**src/hw/lc4_config.svh**
```systemverilog
`ifndef LC4_CONFIG_SVH
`define LC4_CONFIG_SVH

// machine word, also the address width of both memories
`define LC4_WORD_W   16

`define LC4_NUM_REGS 8        // R0 to R7
`define LC4_RSEL_W   3

// first user code address
`define LC4_RESET_PC 16'h8200

`endif

```
**src/hw/lc4_pkg.sv**
```systemverilog
`default_nettype none

`include "lc4_config.svh"

package lc4_pkg;

   typedef logic [`LC4_WORD_W-1:0] word_t;
   typedef logic [`LC4_RSEL_W-1:0] rsel_t;
   typedef logic [2:0]             nzp_t;  // {n, z, p}

   // insn[15:12] of the implemented subset
   typedef enum logic [3:0] {
      OP_BR    = 4'b0000,
      OP_ARITH = 4'b0001,
      OP_LOGIC = 4'b0101,
      OP_LDR   = 4'b0110,
      OP_STR   = 4'b0111,
      OP_CONST = 4'b1001,
      OP_JMP   = 4'b1100
   } opcode_e;

   // status tag that travels with every pipeline slot
   // code 1 was the superscalar pairing stall and is never produced
   typedef enum logic [1:0] {
      STALL_NONE  = 2'd0,
      STALL_FLUSH = 2'd2,  // squashed by a taken branch, also the reset value
      STALL_LOAD  = 2'd3   // bubble behind a load-use hazard
   } stall_e;

endpackage

`default_nettype wire

```
**src/hw/lc4_alu.sv**
```systemverilog
`timescale 1ns/100ps
`default_nettype none

`include "lc4_config.svh"

module lc4_alu (
   input  wire lc4_pkg::word_t i_insn,
   input  wire lc4_pkg::word_t i_pc,
   input  wire lc4_pkg::word_t i_r1data,
   input  wire lc4_pkg::word_t i_r2data,
   output lc4_pkg::word_t      o_result
);

   lc4_pkg::word_t imm5;
   lc4_pkg::word_t imm6;
   lc4_pkg::word_t imm9;
   lc4_pkg::word_t imm11;
   lc4_pkg::word_t pc_inc;

   assign imm5   = {{(`LC4_WORD_W-5){i_insn[4]}}, i_insn[4:0]};
   assign imm6   = {{(`LC4_WORD_W-6){i_insn[5]}}, i_insn[5:0]};
   assign imm9   = {{(`LC4_WORD_W-9){i_insn[8]}}, i_insn[8:0]};
   assign imm11  = {{(`LC4_WORD_W-11){i_insn[10]}}, i_insn[10:0]};
   assign pc_inc = i_pc + 1'b1;

   always_comb begin
      case (lc4_pkg::opcode_e'(i_insn[15:12]))
         lc4_pkg::OP_ARITH: begin
            if (i_insn[5]) begin
               o_result = i_r1data + imm5;
            end else if (i_insn[4:3] == 2'b10) begin
               o_result = i_r1data - i_r2data;
            end else if (i_insn[4:3] == 2'b00) begin
               o_result = i_r1data + i_r2data;
            end else begin
               o_result = '0;  // MUL, DIV
            end
         end
         lc4_pkg::OP_LOGIC: begin
            if (i_insn[5]) begin
               o_result = i_r1data & imm5;
            end else begin
               case (i_insn[4:3])
                  2'b00:   o_result = i_r1data & i_r2data;
                  2'b01:   o_result = ~i_r1data;
                  2'b10:   o_result = i_r1data | i_r2data;
                  default: o_result = i_r1data ^ i_r2data;
               endcase
            end
         end
         lc4_pkg::OP_LDR,
         lc4_pkg::OP_STR:   o_result = i_r1data + imm6;  // effective address
         lc4_pkg::OP_CONST: o_result = imm9;
         lc4_pkg::OP_BR:    o_result = pc_inc + imm9;    // branch target
         lc4_pkg::OP_JMP:   o_result = pc_inc + imm11;
         default:           o_result = '0;
      endcase
   end

endmodule

`default_nettype wire

```
**src/hw/lc4_branch_unit.sv**
```systemverilog
`timescale 1ns/100ps
`default_nettype none

`include "lc4_config.svh"

module lc4_branch_unit (
   input  wire                 gwe,
   input  wire                 i_arst_n,
   input  wire lc4_pkg::word_t i_x_insn,
   input  wire                 i_x_is_branch,
   input  wire                 i_x_is_jmp,
   input  wire                 i_m_nzp_we,
   input  wire lc4_pkg::word_t i_m_value,  // load data or ALU result
   output lc4_pkg::nzp_t       o_m_nzp,
   output logic                o_taken
);

   lc4_pkg::nzp_t nzp_q;
   lc4_pkg::nzp_t nzp_x;  // condition seen by the branch in execute

   assign o_m_nzp = i_m_value[`LC4_WORD_W-1] ? 3'b100 :
                    (i_m_value == '0)        ? 3'b010 :
                                               3'b001;

   // no flag set out of reset, so a conditional BR falls through
   always_ff @(posedge gwe or negedge i_arst_n) begin
      if (!i_arst_n) begin
         nzp_q <= '0;
      end else if (i_m_nzp_we) begin
         nzp_q <= o_m_nzp;
      end
   end

   // the instruction one ahead in memory forwards its flags
   assign nzp_x = i_m_nzp_we ? o_m_nzp : nzp_q;

   assign o_taken = i_x_is_jmp || (i_x_is_branch && |(i_x_insn[11:9] & nzp_x));

endmodule

`default_nettype wire

```
**src/hw/lc4_decoder.sv**
```systemverilog
`timescale 1ns/100ps
`default_nettype none

module lc4_decoder (
   input  wire lc4_pkg::word_t i_insn,
   output lc4_pkg::rsel_t      o_r1sel,
   output lc4_pkg::rsel_t      o_r2sel,
   output lc4_pkg::rsel_t      o_wsel,
   output logic                o_r1re,
   output logic                o_r2re,
   output logic                o_rf_we,
   output logic                o_nzp_we,
   output logic                o_is_load,
   output logic                o_is_store,
   output logic                o_is_branch,
   output logic                o_is_jmp
);

   lc4_pkg::opcode_e opcode;

   assign opcode = lc4_pkg::opcode_e'(i_insn[15:12]);

   always_comb begin
      o_r1sel     = i_insn[8:6];
      o_r2sel     = i_insn[2:0];
      o_wsel      = i_insn[11:9];
      o_r1re      = 1'b0;
      o_r2re      = 1'b0;
      o_rf_we     = 1'b0;
      o_nzp_we    = 1'b0;
      o_is_load   = 1'b0;
      o_is_store  = 1'b0;
      o_is_branch = 1'b0;
      o_is_jmp    = 1'b0;
      case (opcode)
         lc4_pkg::OP_BR: o_is_branch = 1'b1;  // nzp mask 000 is the NOP
         lc4_pkg::OP_ARITH: begin
            // only ADD (000), SUB (010) and ADD imm5, MUL and DIV fall through as no-ops
            if (i_insn[5] || !i_insn[3]) begin
               o_r1re   = 1'b1;
               o_r2re   = !i_insn[5];
               o_rf_we  = 1'b1;
               o_nzp_we = 1'b1;
            end
         end
         lc4_pkg::OP_LOGIC: begin
            o_r1re   = 1'b1;
            o_r2re   = !i_insn[5] && (i_insn[4:3] != 2'b01);  // NOT and AND imm have one source
            o_rf_we  = 1'b1;
            o_nzp_we = 1'b1;
         end
         lc4_pkg::OP_LDR: begin
            o_r1re    = 1'b1;
            o_rf_we   = 1'b1;
            o_nzp_we  = 1'b1;
            o_is_load = 1'b1;
         end
         lc4_pkg::OP_STR: begin
            o_r1re     = 1'b1;  // base
            o_r2re     = 1'b1;
            o_r2sel    = i_insn[11:9];  // store data sits in the Rd field
            o_is_store = 1'b1;
         end
         lc4_pkg::OP_CONST: begin
            o_rf_we  = 1'b1;
            o_nzp_we = 1'b1;
         end
         lc4_pkg::OP_JMP: o_is_jmp = i_insn[11];  // JMPR form is not implemented
         default: ;
      endcase
   end

endmodule

`default_nettype wire

```
**src/hw/lc4_hazard_unit.sv**
```systemverilog
`timescale 1ns/100ps
`default_nettype none

module lc4_hazard_unit (
   input  wire lc4_pkg::rsel_t i_d_r1sel,
   input  wire lc4_pkg::rsel_t i_d_r2sel,
   input  wire                 i_d_r1re,
   input  wire                 i_d_r2re,
   input  wire                 i_d_is_store,
   input  wire lc4_pkg::rsel_t i_x_wsel,
   input  wire                 i_x_rf_we,
   input  wire                 i_x_is_load,
   input  wire lc4_pkg::rsel_t i_x_r1sel,
   input  wire lc4_pkg::rsel_t i_x_r2sel,
   input  wire                 i_x_r1re,
   input  wire                 i_x_r2re,
   input  wire lc4_pkg::rsel_t i_m_wsel,
   input  wire                 i_m_rf_we,
   input  wire                 i_m_is_store,
   input  wire lc4_pkg::rsel_t i_m_r2sel,
   input  wire lc4_pkg::rsel_t i_w_wsel,
   input  wire                 i_w_rf_we,
   input  wire                 i_taken,
   output logic                o_stall_load,
   output logic                o_flush,
   output logic                o_bp1_m,
   output logic                o_bp1_w,
   output logic                o_bp2_m,
   output logic                o_bp2_w,
   output logic                o_bp_store
);

   logic use_r1;
   logic use_r2;

   // store data is picked up later by the WM path, so only its base can stall
   assign use_r1 = i_d_r1re && (i_d_r1sel == i_x_wsel);
   assign use_r2 = i_d_r2re && (i_d_r2sel == i_x_wsel) && !i_d_is_store;

   assign o_stall_load = i_x_is_load && i_x_rf_we && (use_r1 || use_r2);
   assign o_flush      = i_taken;

   // MX wins over WX, the memory stage holds the younger value
   assign o_bp1_m = i_x_r1re && i_m_rf_we && (i_x_r1sel == i_m_wsel);
   assign o_bp2_m = i_x_r2re && i_m_rf_we && (i_x_r2sel == i_m_wsel);
   assign o_bp1_w = i_x_r1re && i_w_rf_we && (i_x_r1sel == i_w_wsel) && !o_bp1_m;
   assign o_bp2_w = i_x_r2re && i_w_rf_we && (i_x_r2sel == i_w_wsel) && !o_bp2_m;

   assign o_bp_store = i_m_is_store && i_w_rf_we && (i_m_r2sel == i_w_wsel);  // WM

endmodule

`default_nettype wire

```
**src/hw/lc4_pipeline.sv**
```systemverilog
`timescale 1ns/100ps
`default_nettype none

`include "lc4_config.svh"

module lc4_pipeline (
   input  wire                 gwe,
   input  wire                 i_arst_n,
   output lc4_pkg::word_t      o_imem_addr,
   input  wire lc4_pkg::word_t i_imem_data,
   output lc4_pkg::word_t      o_dmem_addr,
   output logic                o_dmem_we,
   output lc4_pkg::word_t      o_dmem_wdata,
   input  wire lc4_pkg::word_t i_dmem_rdata,
   output lc4_pkg::stall_e     o_wb_stall,
   output lc4_pkg::word_t      o_wb_pc,
   output lc4_pkg::word_t      o_wb_insn,
   output logic                o_wb_rf_we,
   output lc4_pkg::rsel_t      o_wb_rf_wsel,
   output lc4_pkg::word_t      o_wb_rf_wdata,
   output logic                o_wb_nzp_we,
   output lc4_pkg::nzp_t       o_wb_nzp
);

   lc4_pkg::word_t  pc;
   lc4_pkg::word_t  d_pc, d_insn, d_r1data, d_r2data;
   lc4_pkg::stall_e d_stall;
   lc4_pkg::rsel_t  d_r1sel, d_r2sel, d_wsel;
   logic            d_r1re, d_r2re, d_rf_we, d_nzp_we;
   logic            d_is_load, d_is_store, d_is_branch, d_is_jmp;
   lc4_pkg::word_t  x_pc, x_insn, x_r1data, x_r2data, x_op1, x_op2, x_alu;
   lc4_pkg::stall_e x_stall;
   lc4_pkg::rsel_t  x_r1sel, x_r2sel, x_wsel;
   logic            x_r1re, x_r2re, x_rf_we, x_nzp_we;
   logic            x_is_load, x_is_store, x_is_branch, x_is_jmp;
   lc4_pkg::word_t  m_pc, m_insn, m_alu, m_r2data, m_value;
   lc4_pkg::stall_e m_stall;
   lc4_pkg::rsel_t  m_r2sel, m_wsel;
   lc4_pkg::nzp_t   m_nzp;
   logic            m_rf_we, m_nzp_we, m_is_load, m_is_store;
   logic            stall_load, flush, taken, x_kill;
   logic            bp1_m, bp1_w, bp2_m, bp2_w, bp_store;

   assign x_kill = flush || stall_load;  // slot entering execute becomes a bubble

   // fetch
   always_ff @(posedge gwe or negedge i_arst_n) begin
      if (!i_arst_n) begin
         pc <= `LC4_RESET_PC;
      end else if (flush) begin
         pc <= x_alu;  // resolved target
      end else if (!stall_load) begin
         pc <= pc + 1'b1;
      end
   end
   assign o_imem_addr = pc;

   always_ff @(posedge gwe or negedge i_arst_n) begin
      if (!i_arst_n) begin
         d_stall <= lc4_pkg::STALL_FLUSH;
         d_pc    <= '0;
         d_insn  <= '0;
      end else if (flush) begin
         d_stall <= lc4_pkg::STALL_FLUSH;
         d_insn  <= '0;  // NOP, decodes with every enable low
      end else if (!stall_load) begin
         d_stall <= lc4_pkg::STALL_NONE;
         d_pc    <= pc;
         d_insn  <= i_imem_data;
      end
   end

   // decode
   lc4_decoder u_decoder (
      .i_insn(d_insn), .o_r1sel(d_r1sel), .o_r2sel(d_r2sel), .o_wsel(d_wsel),
      .o_r1re(d_r1re), .o_r2re(d_r2re), .o_rf_we(d_rf_we), .o_nzp_we(d_nzp_we),
      .o_is_load(d_is_load), .o_is_store(d_is_store), .o_is_branch(d_is_branch),
      .o_is_jmp(d_is_jmp)
   );

   lc4_regfile u_regfile (
      .gwe(gwe), .i_arst_n(i_arst_n),
      .i_rs(d_r1sel), .i_rt(d_r2sel), .o_rs_data(d_r1data), .o_rt_data(d_r2data),
      .i_rd(o_wb_rf_wsel), .i_wdata(o_wb_rf_wdata), .i_we(o_wb_rf_we)
   );

   lc4_hazard_unit u_hazard (
      .i_d_r1sel(d_r1sel), .i_d_r2sel(d_r2sel), .i_d_r1re(d_r1re), .i_d_r2re(d_r2re),
      .i_d_is_store(d_is_store),
      .i_x_wsel(x_wsel), .i_x_rf_we(x_rf_we), .i_x_is_load(x_is_load),
      .i_x_r1sel(x_r1sel), .i_x_r2sel(x_r2sel), .i_x_r1re(x_r1re), .i_x_r2re(x_r2re),
      .i_m_wsel(m_wsel), .i_m_rf_we(m_rf_we), .i_m_is_store(m_is_store),
      .i_m_r2sel(m_r2sel), .i_w_wsel(o_wb_rf_wsel), .i_w_rf_we(o_wb_rf_we),
      .i_taken(taken), .o_stall_load(stall_load), .o_flush(flush),
      .o_bp1_m(bp1_m), .o_bp1_w(bp1_w), .o_bp2_m(bp2_m), .o_bp2_w(bp2_w),
      .o_bp_store(bp_store)
   );

   always_ff @(posedge gwe or negedge i_arst_n) begin
      if (!i_arst_n) begin
         x_stall     <= lc4_pkg::STALL_FLUSH;
         x_pc        <= '0;
         x_insn      <= '0;
         x_r1re      <= 1'b0;
         x_r2re      <= 1'b0;
         x_rf_we     <= 1'b0;
         x_nzp_we    <= 1'b0;
         x_is_load   <= 1'b0;
         x_is_store  <= 1'b0;
         x_is_branch <= 1'b0;
         x_is_jmp    <= 1'b0;
      end else begin
         x_stall     <= flush ? lc4_pkg::STALL_FLUSH :
                        (stall_load ? lc4_pkg::STALL_LOAD : d_stall);
         x_pc        <= d_pc;
         x_insn      <= x_kill ? '0 : d_insn;
         x_r1re      <= d_r1re && !x_kill;
         x_r2re      <= d_r2re && !x_kill;
         x_rf_we     <= d_rf_we && !x_kill;
         x_nzp_we    <= d_nzp_we && !x_kill;
         x_is_load   <= d_is_load && !x_kill;
         x_is_store  <= d_is_store && !x_kill;
         x_is_branch <= d_is_branch && !x_kill;
         x_is_jmp    <= d_is_jmp && !x_kill;
      end
   end

   always_ff @(posedge gwe) begin
      x_r1sel  <= d_r1sel;
      x_r2sel  <= d_r2sel;
      x_wsel   <= d_wsel;
      x_r1data <= d_r1data;
      x_r2data <= d_r2data;
   end

   // execute
   assign x_op1 = bp1_m ? m_alu : (bp1_w ? o_wb_rf_wdata : x_r1data);
   assign x_op2 = bp2_m ? m_alu : (bp2_w ? o_wb_rf_wdata : x_r2data);

   lc4_alu u_alu (
      .i_insn(x_insn), .i_pc(x_pc), .i_r1data(x_op1), .i_r2data(x_op2), .o_result(x_alu)
   );

   lc4_branch_unit u_branch (
      .gwe(gwe), .i_arst_n(i_arst_n), .i_x_insn(x_insn),
      .i_x_is_branch(x_is_branch), .i_x_is_jmp(x_is_jmp),
      .i_m_nzp_we(m_nzp_we), .i_m_value(m_value), .o_m_nzp(m_nzp), .o_taken(taken)
   );

   always_ff @(posedge gwe or negedge i_arst_n) begin
      if (!i_arst_n) begin
         m_stall    <= lc4_pkg::STALL_FLUSH;
         m_pc       <= '0;
         m_insn     <= '0;
         m_rf_we    <= 1'b0;
         m_nzp_we   <= 1'b0;
         m_is_load  <= 1'b0;
         m_is_store <= 1'b0;
      end else begin
         m_stall    <= x_stall;
         m_pc       <= x_pc;
         m_insn     <= x_insn;
         m_rf_we    <= x_rf_we;
         m_nzp_we   <= x_nzp_we;
         m_is_load  <= x_is_load;
         m_is_store <= x_is_store;
      end
   end

   always_ff @(posedge gwe) begin
      m_r2sel  <= x_r2sel;
      m_wsel   <= x_wsel;
      m_alu    <= x_alu;
      m_r2data <= x_op2;  // store data, may be replaced by WM below
   end

   // memory
   assign o_dmem_addr  = (m_is_load || m_is_store) ? m_alu : '0;
   assign o_dmem_we    = m_is_store;
   assign o_dmem_wdata = m_is_store ? (bp_store ? o_wb_rf_wdata : m_r2data) : '0;

   // writeback data is chosen here so the nzp logic sees the same value
   assign m_value = m_is_load ? i_dmem_rdata : m_alu;

   always_ff @(posedge gwe or negedge i_arst_n) begin
      if (!i_arst_n) begin
         o_wb_stall  <= lc4_pkg::STALL_FLUSH;
         o_wb_pc     <= '0;
         o_wb_insn   <= '0;
         o_wb_rf_we  <= 1'b0;
         o_wb_nzp_we <= 1'b0;
      end else begin
         o_wb_stall  <= m_stall;
         o_wb_pc     <= m_pc;
         o_wb_insn   <= m_insn;
         o_wb_rf_we  <= m_rf_we;
         o_wb_nzp_we <= m_nzp_we;
      end
   end

   always_ff @(posedge gwe) begin
      o_wb_rf_wsel  <= m_wsel;
      o_wb_rf_wdata <= m_value;
      o_wb_nzp      <= m_nzp;
   end

   // a store may only reach memory from a live slot
   a_store_live_slot : assert property (@(posedge gwe) disable iff (!i_arst_n)
      o_dmem_we |-> (m_stall == lc4_pkg::STALL_NONE))
      else $error("data memory write from a bubble slot");

endmodule

`default_nettype wire

```
**src/hw/lc4_regfile.sv**
```systemverilog
`timescale 1ns/100ps
`default_nettype none

`include "lc4_config.svh"

module lc4_regfile (
   input  wire                 gwe,
   input  wire                 i_arst_n,
   input  wire lc4_pkg::rsel_t i_rs,
   input  wire lc4_pkg::rsel_t i_rt,
   output lc4_pkg::word_t      o_rs_data,
   output lc4_pkg::word_t      o_rt_data,
   input  wire lc4_pkg::rsel_t i_rd,
   input  wire lc4_pkg::word_t i_wdata,
   input  wire                 i_we
);

   lc4_pkg::word_t regs [`LC4_NUM_REGS];

   always_ff @(posedge gwe or negedge i_arst_n) begin
      if (!i_arst_n) begin
         for (int i = 0; i < `LC4_NUM_REGS; i++) begin
            regs[i] <= '0;
         end
      end else if (i_we) begin
         regs[i_rd] <= i_wdata;
      end
   end

   // write-through, so decode sees the value retiring this cycle
   assign o_rs_data = (i_we && (i_rd == i_rs)) ? i_wdata : regs[i_rs];
   assign o_rt_data = (i_we && (i_rd == i_rt)) ? i_wdata : regs[i_rt];

endmodule

`default_nettype wire

```
**config.mk**
```make
export PLATFORM = sky130hd
export DESIGN_NAME = lc4_pipeline
export DESIGN_NICKNAME = d
export VERILOG_FILES = /design/src/hw/lc4_pkg.sv /design/src/hw/lc4_alu.sv /design/src/hw/lc4_branch_unit.sv /design/src/hw/lc4_decoder.sv /design/src/hw/lc4_hazard_unit.sv /design/src/hw/lc4_pipeline.sv /design/src/hw/lc4_regfile.sv
export VERILOG_INCLUDE_DIRS = /design/src /design/src/hw
export SDC_FILE = /design/constraint.sdc
export NUM_CORES = 1
export LEC_CHECK = 0
export BUFFER_PORTS_ARGS = -buffer_cell sky130_fd_sc_hd__buf_2
export CORE_ASPECT_RATIO = 0.9
export CORE_MARGIN = 2
export CORE_UTILIZATION = 56
export CTS_CLUSTER_SIZE = 20
export DETAILED_ROUTE_END_ITERATION = 7
export PLACE_DENSITY = 0.77
export SLEW_MARGIN = 20
export SYNTH_ARGS = -nofsm -noshare
export SYNTH_HDL_FRONTEND = slang
export SYNTH_HIERARCHICAL = 1
export SYNTH_SLANG_ARGS = --single-unit
export TNS_END_PERCENT = 1
```
**constraint.sdc**
```tcl
create_clock -name gwe -period 4.03 [get_ports gwe]
set_clock_uncertainty 0.05 [all_clocks]
set_input_delay 0.2015 -clock gwe [delete_from_list [all_inputs] [get_ports gwe]]
set_output_delay 0.2015 -clock gwe [all_outputs]
set_load 0.005 [all_outputs]
```
# Word level (Yosys, flattened, before mapping)
# Cells that the tools add are included.
dict set report classes {
  addsub 8
  magnitude_cmp 4
  eq_ne 25
  muxes 47
  n_bitwise 11
  reduce_logical 49
}
# operator n
set op_table {}
lappend op_table {{$mux 16} 24}
lappend op_table {{$bwmux 128} 1}
lappend op_table {{$bmux 16 s3} 2}
lappend op_table {{$pmux 16 s6} 1}
lappend op_table {{$add 16x16->16} 5}
lappend op_table {{$demux 16 s3} 1}
lappend op_table {{$pmux 16 s3} 1}
lappend op_table {{$add 16x1->16 const B} 2}
lappend op_table {{$and 16x16->16} 2}
lappend op_table {{$logic_and 1x1->1} 29}
lappend op_table {{$eq 3x3->1} 9}
lappend op_table {{$eq 4x3->1 const B} 6}
lappend op_table {{$eq 4x4->1 const B} 4}
lappend op_table {{$logic_not 16->1} 1}
lappend op_table {{$not 16->16} 1}
lappend op_table {{$or 16x16->16} 1}
lappend op_table {{$sub 16x16->16} 1}
lappend op_table {{$xor 16x16->16} 1}
lappend op_table {{$ge 4x4->1 const B} 3}
lappend op_table {{$not 3->4} 3}
lappend op_table {{$mux 2} 5}
lappend op_table {{$mux 3} 3}
lappend op_table {{$reduce_or 3->1} 3}
lappend op_table {{$eq 4x1->1 const B} 2}
lappend op_table {{15 further kinds} 33}
dict set report totals {
  regBits 395
  output_inout_bits 107
}

# Longest topological paths before layout
# Gate-level depths: netlist (run 1).
dict set report logic_depth {
  ltp_word 12
  depth_mapped 20
  mapped_depth_nobuf 19
}

# Cells and area by module
# The synthesis (run 1) kept the hierarchy.
# mod instances cells_each area_per_inst_um2 seq_area_each_um2
set by_module_without_submodules {}
lappend by_module_without_submodules {lc4_pipeline 1 611 8548.2 6158.4}
lappend by_module_without_submodules {lc4_regfile 1 452 7533.5 3203.1}
lappend by_module_without_submodules {lc4_alu 1 754 5108.6 0.0}
lappend by_module_without_submodules {lc4_hazard_unit 1 37 296.5 0.0}
lappend by_module_without_submodules {lc4_decoder 1 30 235.2 0.0}
lappend by_module_without_submodules {lc4_branch_unit 1 20 201.4 75.1}

# Worst setup path before layout (run 1)
# No wires, ideal clock.
dict set report synth_timing {
  path_type {register to register}
  startpoint {reg m_wsel[0]}
  endpoint {reg pc[14] (netlist: o_imem_addr[14])}
  arrival_time_ns 4.218
  required_ns 3.854
  setup_slack_ns -0.364
  path_stages_with_launch 17
  path_buffers 1
  path_cell_list {dfxtp_1 -> xor2_1 -> nor4_2 -> nor4_2 -> buf_2 -> mux2i_1 -> o21ai_0 -> fa_1 -> a211o_1 -> a211oi_1 -> o21ai_1 -> a31oi_1 -> o31ai_1 -> mux2i_1 -> a2111oi_0 -> o21ai_1 -> a221o_1}
}
dict set report synth_between {
  elab_chain_len 12
  elab_cells_between_ends 28
  classes_between {add/sub (4); eq/ne (2); mux (11); bitwise (5); reduce/logical (6)}
}
# item line_no
set synth_rtl {}
lappend synth_rtl {{start, declared} lc4_pipeline.sv:38} ;# lc4_pkg::rsel_t m_r2sel, m_wsel;
lappend synth_rtl {{start signal, assigned} lc4_pipeline.sv:172} ;# m_wsel <= x_wsel;
lappend synth_rtl {{$eq 3x3->1 *} lc4_hazard_unit.sv:44} ;# assign o_bp1_m = i_x_r1re && i_m_rf_we && (i_x_r1sel == i_m_wsel);
lappend synth_rtl {{$logic_and 1x1->1 *} lc4_hazard_unit.sv:44}
lappend synth_rtl {{via bp1_m} lc4_pipeline.sv:42} ;# logic bp1_m, bp1_w, bp2_m, bp2_w, bp_store;
lappend synth_rtl {{$logic_not 1->1 *} lc4_hazard_unit.sv:46} ;# assign o_bp1_w = i_x_r1re && i_w_rf_we && (i_x_r1sel == i_w_wsel) && !o_bp1_m;
lappend synth_rtl {{$logic_and 1x1->1 *} lc4_hazard_unit.sv:46}
lappend synth_rtl {{via bp1_w} lc4_pipeline.sv:42}
lappend synth_rtl {{$mux 16 * (2 in series)} lc4_pipeline.sv:137} ;# assign x_op1 = bp1_m ? m_alu : (bp1_w ? o_wb_rf_wdata : x_r1data);
lappend synth_rtl {{via x_op1[1]} lc4_pipeline.sv:31} ;# lc4_pkg::word_t x_pc, x_insn, x_r1data, x_r2data, x_op1, x_op2, x_alu;
lappend synth_rtl {{$add 16x16->16} lc4_alu.sv:34} ;# o_result = i_r1data + i_r2data;
lappend synth_rtl {{$mux 16} lc4_alu.sv:33} ;# end else if (i_insn[4:3] == 2'b00) begin
lappend synth_rtl {{$mux 16} lc4_alu.sv:31} ;# end else if (i_insn[4:3] == 2'b10) begin
lappend synth_rtl {{$mux 16} lc4_alu.sv:29} ;# if (i_insn[5]) begin
lappend synth_rtl {{$pmux 16 s6 *} lc4_alu.sv:27} ;# case (lc4_pkg::opcode_e'(i_insn[15:12]))
lappend synth_rtl {{via x_alu[14]} lc4_pipeline.sv:31}
lappend synth_rtl {{$mux 16 *} lc4_pipeline.sv:50} ;# end else if (flush) begin
lappend synth_rtl {{end signal, assigned} lc4_pipeline.sv:49} ;# pc <= `LC4_RESET_PC;
lappend synth_rtl {{end signal, assigned} lc4_pipeline.sv:51} ;# pc <= x_alu;
lappend synth_rtl {{end signal, assigned} lc4_pipeline.sv:53} ;# pc <= pc + 1'b1;
lappend synth_rtl {{end, declared} lc4_pipeline.sv:25} ;# lc4_pkg::word_t pc;
# Mark *: on every way through the listed nets, which the timed path passes. The rest lies on a longest branch.
# A chain may end at the register's enable or synchronous reset.

# Final worst setup path (run 1)
dict set report layout_timing {
  startpoint {reg m_wsel[2]}
  endpoint {reg pc[14] (netlist: o_imem_addr[14])}
}
# Same word-level chain as after synthesis.

==> results of run 1 <==
-- Yosys cell counts (10+ instances only) --
library cell	number	area (um2)
buf_6	11	124
a21o_1	18	135
nor2b_1	46	288
buf_4	13	97.6
nand4_1	10	62.6
mux4_1	64	1680
nand2_1	122	458
ha_1	92	1150
nor4_1	11	68.8
inv_1	66	248
nand3_1	26	130
buf_1	20	75.1
mux2_2	218	2450
nand2b_1	12	75.1
o21ai_0	97	485
clkbuf_1	45	169
dfxtp_1	101	2020
and2_1	28	175
mux2_4	14	210
o21ai_1	17	85.1
xnor2_1	62	543
nor2_1	90	338
xor2_1	32	280
a22oi_1	11	82.6
dfrtp_1	290	7260
a21oi_1	81	405
a211oi_1	28	210
mux2i_1	75	751
nor3_1	24	120
buf_2	30	150
-- critical path: cells and delay by family (launching register included) --
kind	cells	cell delay, ns
mux	2	0.33
flops	1	0.39
xor+xnor	1	0.20
fa+ha+maj	2	0.56
compound gates	7	1.71
simple gates	4	0.72
buf+inv	1	0.15
-- through the flow --
stage	TNS [ns]	total power [W]	cell area, um2	worst slack (ns)	hold WS (ns)
CTS	-0.500	0.0183	26400	-0.141	0.00641
global route	-3.07	0.0196	26600	-0.321	0.0285
finish	-0.930	0.0185	26600	-0.210	0.0264
global placement	-1.03	0.0140	24500	-0.234	0.228
detailed placement	-3.09	0.0144	24500	-0.424	0.240
floorplan	-0.00110	0.0112	21900	-0.00110	-0.144
-- cells by family (layout without fill, tap and decap cells) --
family	Yosys count	in the layout
xor+xnor	95	95
buf+inv	185	544
mux	373	373
flops	397	397
simple gates	427	427
fa+ha+maj	96	96
compound gates	331	331
-- path summary, 6_finish.rpt --
| kind | from | to | slack [ns] | depth (start not counted) |
|---|---|---|---|---|
| min reg2reg | m_pc[15] | o_wb_pc[15] | 0.30 | 0 |
| min | i_dmem_rdata[15] | o_wb_nzp[2] | 0.03 | 3 |
| max | m_wsel[2] | o_imem_addr[14] | -0.21 | 17 |
| max in group asynchronous | i_arst_n | d_stall[1] | 2.69 | 3 |
| min in group asynchronous | i_arst_n | u_regfile/regs[1] | 0.20 | 2 |
| max reg2reg | m_wsel[2] | o_imem_addr[14] | -0.21 | 17 |
-- cell usage in the layout, fill, tap and decap left out, types with 25 or more instances in the layout --
cell / count
a211oi_1: 25
a21oi_1: 74
and2_1: 27
buf_2: 139
buf_4: 217
clkbuf_16: 42
dfrtp_1: 287
dfxtp_1: 94
dlygate4sd3_1: 32
ha_1: 82
inv_1: 64
mux2_2: 218
mux2i_1: 75
mux4_1: 64
nand2_1: 122
nor2_1: 88
nor2b_1: 45
o21ai_0: 65
o21ai_1: 39
xnor2_1: 61
xor2_1: 26
-- report_power, final --
group | switching, W | internal [W] | total, W
combinational | 0.00406 | 0.00431 | 0.00837
sequential | 0.00117 | 0.00531 | 0.00648
clock | 0.00157 | 0.00210 | 0.00367
total | 0.00680 | 0.0117 | 0.0185
-- sequential cells by signal (all words and copies together) (netlist names), 16 cells and up --
| register | count |
|---|---|
| m_r2data | 16 |
| d_insn | 16 |
| x_insn | 16 |
| o_wb_pc | 16 |
| m_insn | 16 |
| m_alu | 16 |
| x_r2data | 16 |
| x_pc | 16 |
| d_pc | 16 |
| u_regfile/regs | 128 |
| o_imem_addr | 16 |
| m_pc | 16 |
| o_wb_insn | 16 |
| o_wb_rf_wdata | 16 |
| x_r1data | 16 |
-- layer usage --
metal / part of all wire / wire length, um
met1: 0.44 / 26700
met2: 0.47 / 28900
met3: 0.064 / 3920
met4: 0.025 / 1530
met5: 0 / 0
-- cell type report --
class,instances,area share
Multi-Input combinational cell,1322,0.455
Sequential cell,397,0.355
Timing Repair Buffer,403,0.109
Clock buffer,69,0.0451
Tap cell,525,0.0247
Inverter,66,0.00930
Clock inverter,6,0.00263
-- timing repair --
| item | 4_1_cts | 5_1_grt |
|---|---|---|
| hold endpoints to repair | 125 | 0 |
| setup endpoints to repair | 18 | 20 |
| pin swaps | 31 | 21 |
| gates resized for setup | 68 | 38 |
| hold buffers | 32 | 0 |
| setup buffers | 6 | 4 |
==> impl_metrics.yaml, run 1 <==
status:
  status: "finished with violations"
  violations: "negative setup slack"
detailed_routing:
  drt-total-wl_um: 61100
  wl_per_cell_um: 21.9
  drt_iter0_markers: 1214
  vias: 16500
  viasPerCell: 5.93
  ant_nets: 0
  dr.pass1.iters: 5
  drc_errors: 0
sta:
  fin_ws_ns: -0.210
  period_minus_slack_ns: 4.24
  fmax_ghz: 0.236
  slew_violations: 0
  tightest_slew_ns: 0.965
  rsz0062_at_grt: "true"
  relSlewSlack: 0.355
  finalHoldViolCount: 0
  period_share: 1.05
  finalSetupViolCount: 12
cts:
  cts.reportedPaths.clkPinSlew_ns: 0.07
  cts_root_buffer: "clkbuf_16"
  insertion_delay_ns: 0.57
  htree_levels: 2
  cts_buffers: 41
  clock-sinks: 397
  cts_tree: "done"
  clock_tree.buffer_depth: 3
final_layout:
  multi_input_area_mm2: 0.0121
  n_fill_cell: 2829
  diodes: 0
  regArea_mm2: 0.00946
  utilization: 0.693
  area_growth_pct: 21.5
  fin_nets: 2361
  layout-drive-gt1-share: 0.345
  instances_no_fill: 2788
die:
  coreArea_mm2: 0.0385
  dieHeight_um: 192
  die_w_um: 213
  row_count: 68
  start_util: 0.570
  die_area_mm2: 0.0408
  ios: 141
power_and_ir_drop:
  p_leak_nw: 12.2
  power_density_mw_per_mm2: 695
  peakVddDrop_uv: 433
synthesis:
  synthSimpleGateAreaFrac: 0.104
  ys_async_sr_fraction: 0.746
  synth_mux_area_frac: 0.235
  synth_xor_area_frac: 0.0386
  syn_area_per_cell_um2: 11.5
  yosysWarnings: 6
  synth_top_family_by_area: "multiplexers"
  synthesis.instances: 1904
  syn-num-nets: 2034
  seq_area_frac_synth: 0.430
  synthFlopType: "dfrtp_1"
  synth_cell_types: 83
  synth_seq_cells: 397
  synthAdderAreaFrac: 0.0562
  syn_area_mm2: 0.0219
  synth-compound-area-share: 0.0969
  synth-edff-count: 0
global_route:
  grt.busiest_layer: "met2"
  grt.total_usage: 0.303
  grt_first_pass_wirelength_um: 94200
  first_global_vias: 16800
  grtUsageMet3: 0.0469
  antenna_found_initial: 1
  grtUsageMet2: 0.490
  gr-total-overflow: 0
  grt_max_degree: 99
  grt_use_met1: 0.423
job:
  drv_cap: 0
worst_setup_path:
  start_kind: "flop"
  critPathKind: "reg -> reg"
  worst_setup_path_end_kind: "flop"
  cp.arrival_ns: 4.65
  cp.required_ns: 4.44
  crit_chain: "xor2_4 > nor4_4 > nor4_4 > buf_4 > mux2i_1 > o21ai_2 > ha_2 > fa_2 > a211o_1 > and2_4 > o311ai_4 > a21oi_2 > mux2i_1 > nand2_1 > a2111oi_2 > o21ai_1 > a221o_1"
  worstPathMaxFanout: 3
  slowest_stage: "dfxtp_4"
  cp_slowest_stage_delay_ns: 0.39
placed_design:
  io_buffers: 140
  gp_congestion: 0.932
  dp_cells: 2669
  hpwl_um: 42800
min_path:
  hp-class: "in -> reg"
Note: power is estimated with default switching activity, not from simulation.
==> run 2: changes to the inputs <==
--- a/config.mk
+++ b/config.mk
@@ -6,13 +6,14 @@
 export SDC_FILE = /design/constraint.sdc
 export NUM_CORES = 1
 export LEC_CHECK = 0
-export BUFFER_PORTS_ARGS = -buffer_cell sky130_fd_sc_hd__buf_2
+export CAP_MARGIN = 20
 export CORE_ASPECT_RATIO = 0.9
 export CORE_MARGIN = 2
-export CORE_UTILIZATION = 56
+export CORE_UTILIZATION = 58
 export CTS_CLUSTER_SIZE = 20
 export DETAILED_ROUTE_END_ITERATION = 7
-export PLACE_DENSITY = 0.77
+export DONT_BUFFER_PORTS = 1
+export PLACE_DENSITY = 0.76
 export SLEW_MARGIN = 20
 export SYNTH_ARGS = -nofsm -noshare
 export SYNTH_HDL_FRONTEND = slang
==> run 2 against run 1 <==
Compared with the run above: the flow finishes with violations (negative hold slack, negative setup slack); sequential power hardly changed; first-iteration DRC count fell by 0.49%; worst setup slack lost 0.0078 ns; clock-buffer cell count shrank 2; core utilization is 0.14 points lower; critical endpoint is now o_imem_addr[15]; highest routed layer unchanged.
==> impl_metrics.yaml, run 2 (synthesized netlist as in run 1, its figures left out) <==
die:
  start_util: 0.589
  dieHeight_um: 188
  ios: 141
  die_w_um: 209
  row_count: 67
  coreArea_mm2: 0.0372
  die_area_mm2: 0.0394
global_route:
  first_global_vias: 16500
  antenna_found_initial: 3
  grt_max_degree: 297
  grt.total_usage: 0.304
  grt_use_met1: 0.413
  grt.busiest_layer: "met2"
  grtUsageMet2: 0.485
  gr-total-overflow: 0
  grtUsageMet3: 0.0682
  grt_first_pass_wirelength_um: 92300
sta:
  fmax_ghz: 0.235
  slew_violations: 0
  holdWs_ns: -0.719
  rsz0062_at_grt: "true"
  finalSetupViolCount: 11
  fin_ws_ns: -0.217
  relSlewSlack: 0.368
  period_minus_slack_ns: 4.25
  setup_tns_ns: -1.13
  finalHoldViolCount: 296
  period_share: 1.05
  tightest_slew_ns: 0.946
power_and_ir_drop:
  switching_share: 0.365
  power_density_mw_per_mm2: 711
  seqPwrFrac: 0.355
  switchingPower_w: 0.00668
  peakVddDrop_uv: 414
  intPower_w: 0.0116
  clockPowerShare: 0.220
  combPwrFrac: 0.425
  p_leak_nw: 11.6
  p_total_w: 0.0183
cts:
  clock_tree.buffer_depth: 3
  htree_levels: 2
  ctsHoldBuffers: 32
  cts_root_buffer: "clkbuf_16"
  cts_tree: "done"
  cts.reportedPaths.clkPinSlew_ns: 0.06
  clock-sinks: 397
  insertion_delay_ns: 0.58
  cts_buffers: 42
min_path:
  hp-class: "in -> async"
final_layout:
  layout_common_cells: "dfrtp_1, mux2_2, buf_4"
  layout-drive-gt1-share: 0.290
  area_growth_pct: 17.4
  utilization: 0.691
  regMostFlops: "u_regfile/regs"
  final_common_cell: "dfrtp_1"
  largest_reg_flops: 128
  stdcell_area_mm2: 0.0257
  fin_nets: 2207
placed_design:
  dpl_cell_area_mm2: 0.0236
  hpwl_um: 41300
  io_buffers: 0
  dp_worst_setup_slack_ns: -0.437
  gp_congestion: 0.948
worst_setup_path:
  critPathKind: "reg -> reg"
  worstPathMaxFanout: 8
  cp.required_ns: 4.47
  reg2reg_depth: 20
  worst_setup_path_end_kind: "flop"
  crit_chain: "xor2_2 > nor4_4 > nor4_4 > buf_4 > buf_6 > mux2i_1 > o21ai_1 > inv_1 > ha_1 > buf_4 > nor3_4 > o311ai_4 > a21oi_4 > o41ai_4 > o22ai_2 > a311oi_1 > nand3_1 > a211o_1 > nand2_1 > nand3_1"
  r2r-start: "m_wsel[1]"
  slowest_stage: "o41ai_4"
  cp.arrival_ns: 4.69
  cp_slowest_stage_delay_ns: 0.40
  start_kind: "flop"
  reg2reg_to: "o_imem_addr[15]"
  ff2ff_setup_slack_ns: -0.22
detailed_routing:
  drt_iter0_markers: 1208
  vias: 15900
  ant_nets: 0
  drt-total-wl_um: 59200
  wl_per_cell_um: 22.8
  viasPerCell: 6.12
  drc_errors: 0
  dr.pass1.iters: 6
status:
  status: "finished with violations"
  violations: "negative hold slack, negative setup slack"
job:
  drv_cap: 0
run 2: what timing repair did:
item                                    in CTS  in global routing
gates resized for setup                     39                 26
endpoints found under the hold margin      330                296
setup buffers                                3                  4
pin swaps                                   15                 19
endpoints found under the setup margin      20                 24
run 2: critical path, delay by kind of cell (launching register included):
kind	cells	cell delay (ns)
buffers and inverters	4	0.56
xor gates and xnor gates	1	0.19
adders and majority gates	1	0.31
AOI/OAI and AO/OA	7	1.77
DFF	1	0.37
muxes	1	0.13
and+or+nand+nor	6	0.78
run 2: power by group through the flow:
| stage | registers [W] | logic (W) | clock network [W] |
|---|---|---|---|
| after CTS | 0.00648 | 0.00760 | 0.00409 |
| after global placement | 0.00643 | 0.00719 | 0 |
| after detailed placement | 0.00652 | 0.00738 | 0 |
| after global routing | 0.00666 | 0.00843 | 0.00426 |
| final | 0.00650 | 0.00777 | 0.00403 |
| after floorplan | 0.00603 | 0.00514 | 0 |
run 2: area by class of cell:
type / instances / area (um2)
Antenna cell: 2 / 5.00
Clock buffer: 67 / 1310
Clock inverter: 11 / 134
Fill cell: 2709 / 11500
Inverter: 66 / 248
Multi-Input combinational cell: 1322 / 12000
Sequential cell: 397 / 9460
Tap cell: 483 / 604
Timing Repair Buffer: 248 / 2010
run 2: worst max path at each step:
stage | from | to | cells past startpoint
floorplan | m_wsel[2] | o_imem_addr[13] | 19
global placement | m_wsel[0] | o_imem_addr[14] | 17
detailed placement | m_wsel[0] | o_imem_addr[14] | 17
CTS | m_wsel[2] | o_imem_addr[14] | 18
global route | m_wsel[1] | o_imem_addr[15] | 20
finish | m_wsel[1] | o_imem_addr[15] | 20
run 2: stage by stage:
stage          cells  hold slack, ns
2_1_floorplan   1904          -0.144
3_3_place_gp    2474          -0.126
3_5_place_dp    2475          -0.128
4_1_cts         2588          -0.751
5_1_grt         2596          -0.742
6_report        2596          -0.719
run 2: metal layers:
layer | up-vias | share of wire
met4 | 0 | 0.028
met5 | - | 0
met1 | 7998 | 0.44
li1 | 7277 | -
met2 | 520 | 0.47
met3 | 99 | 0.066
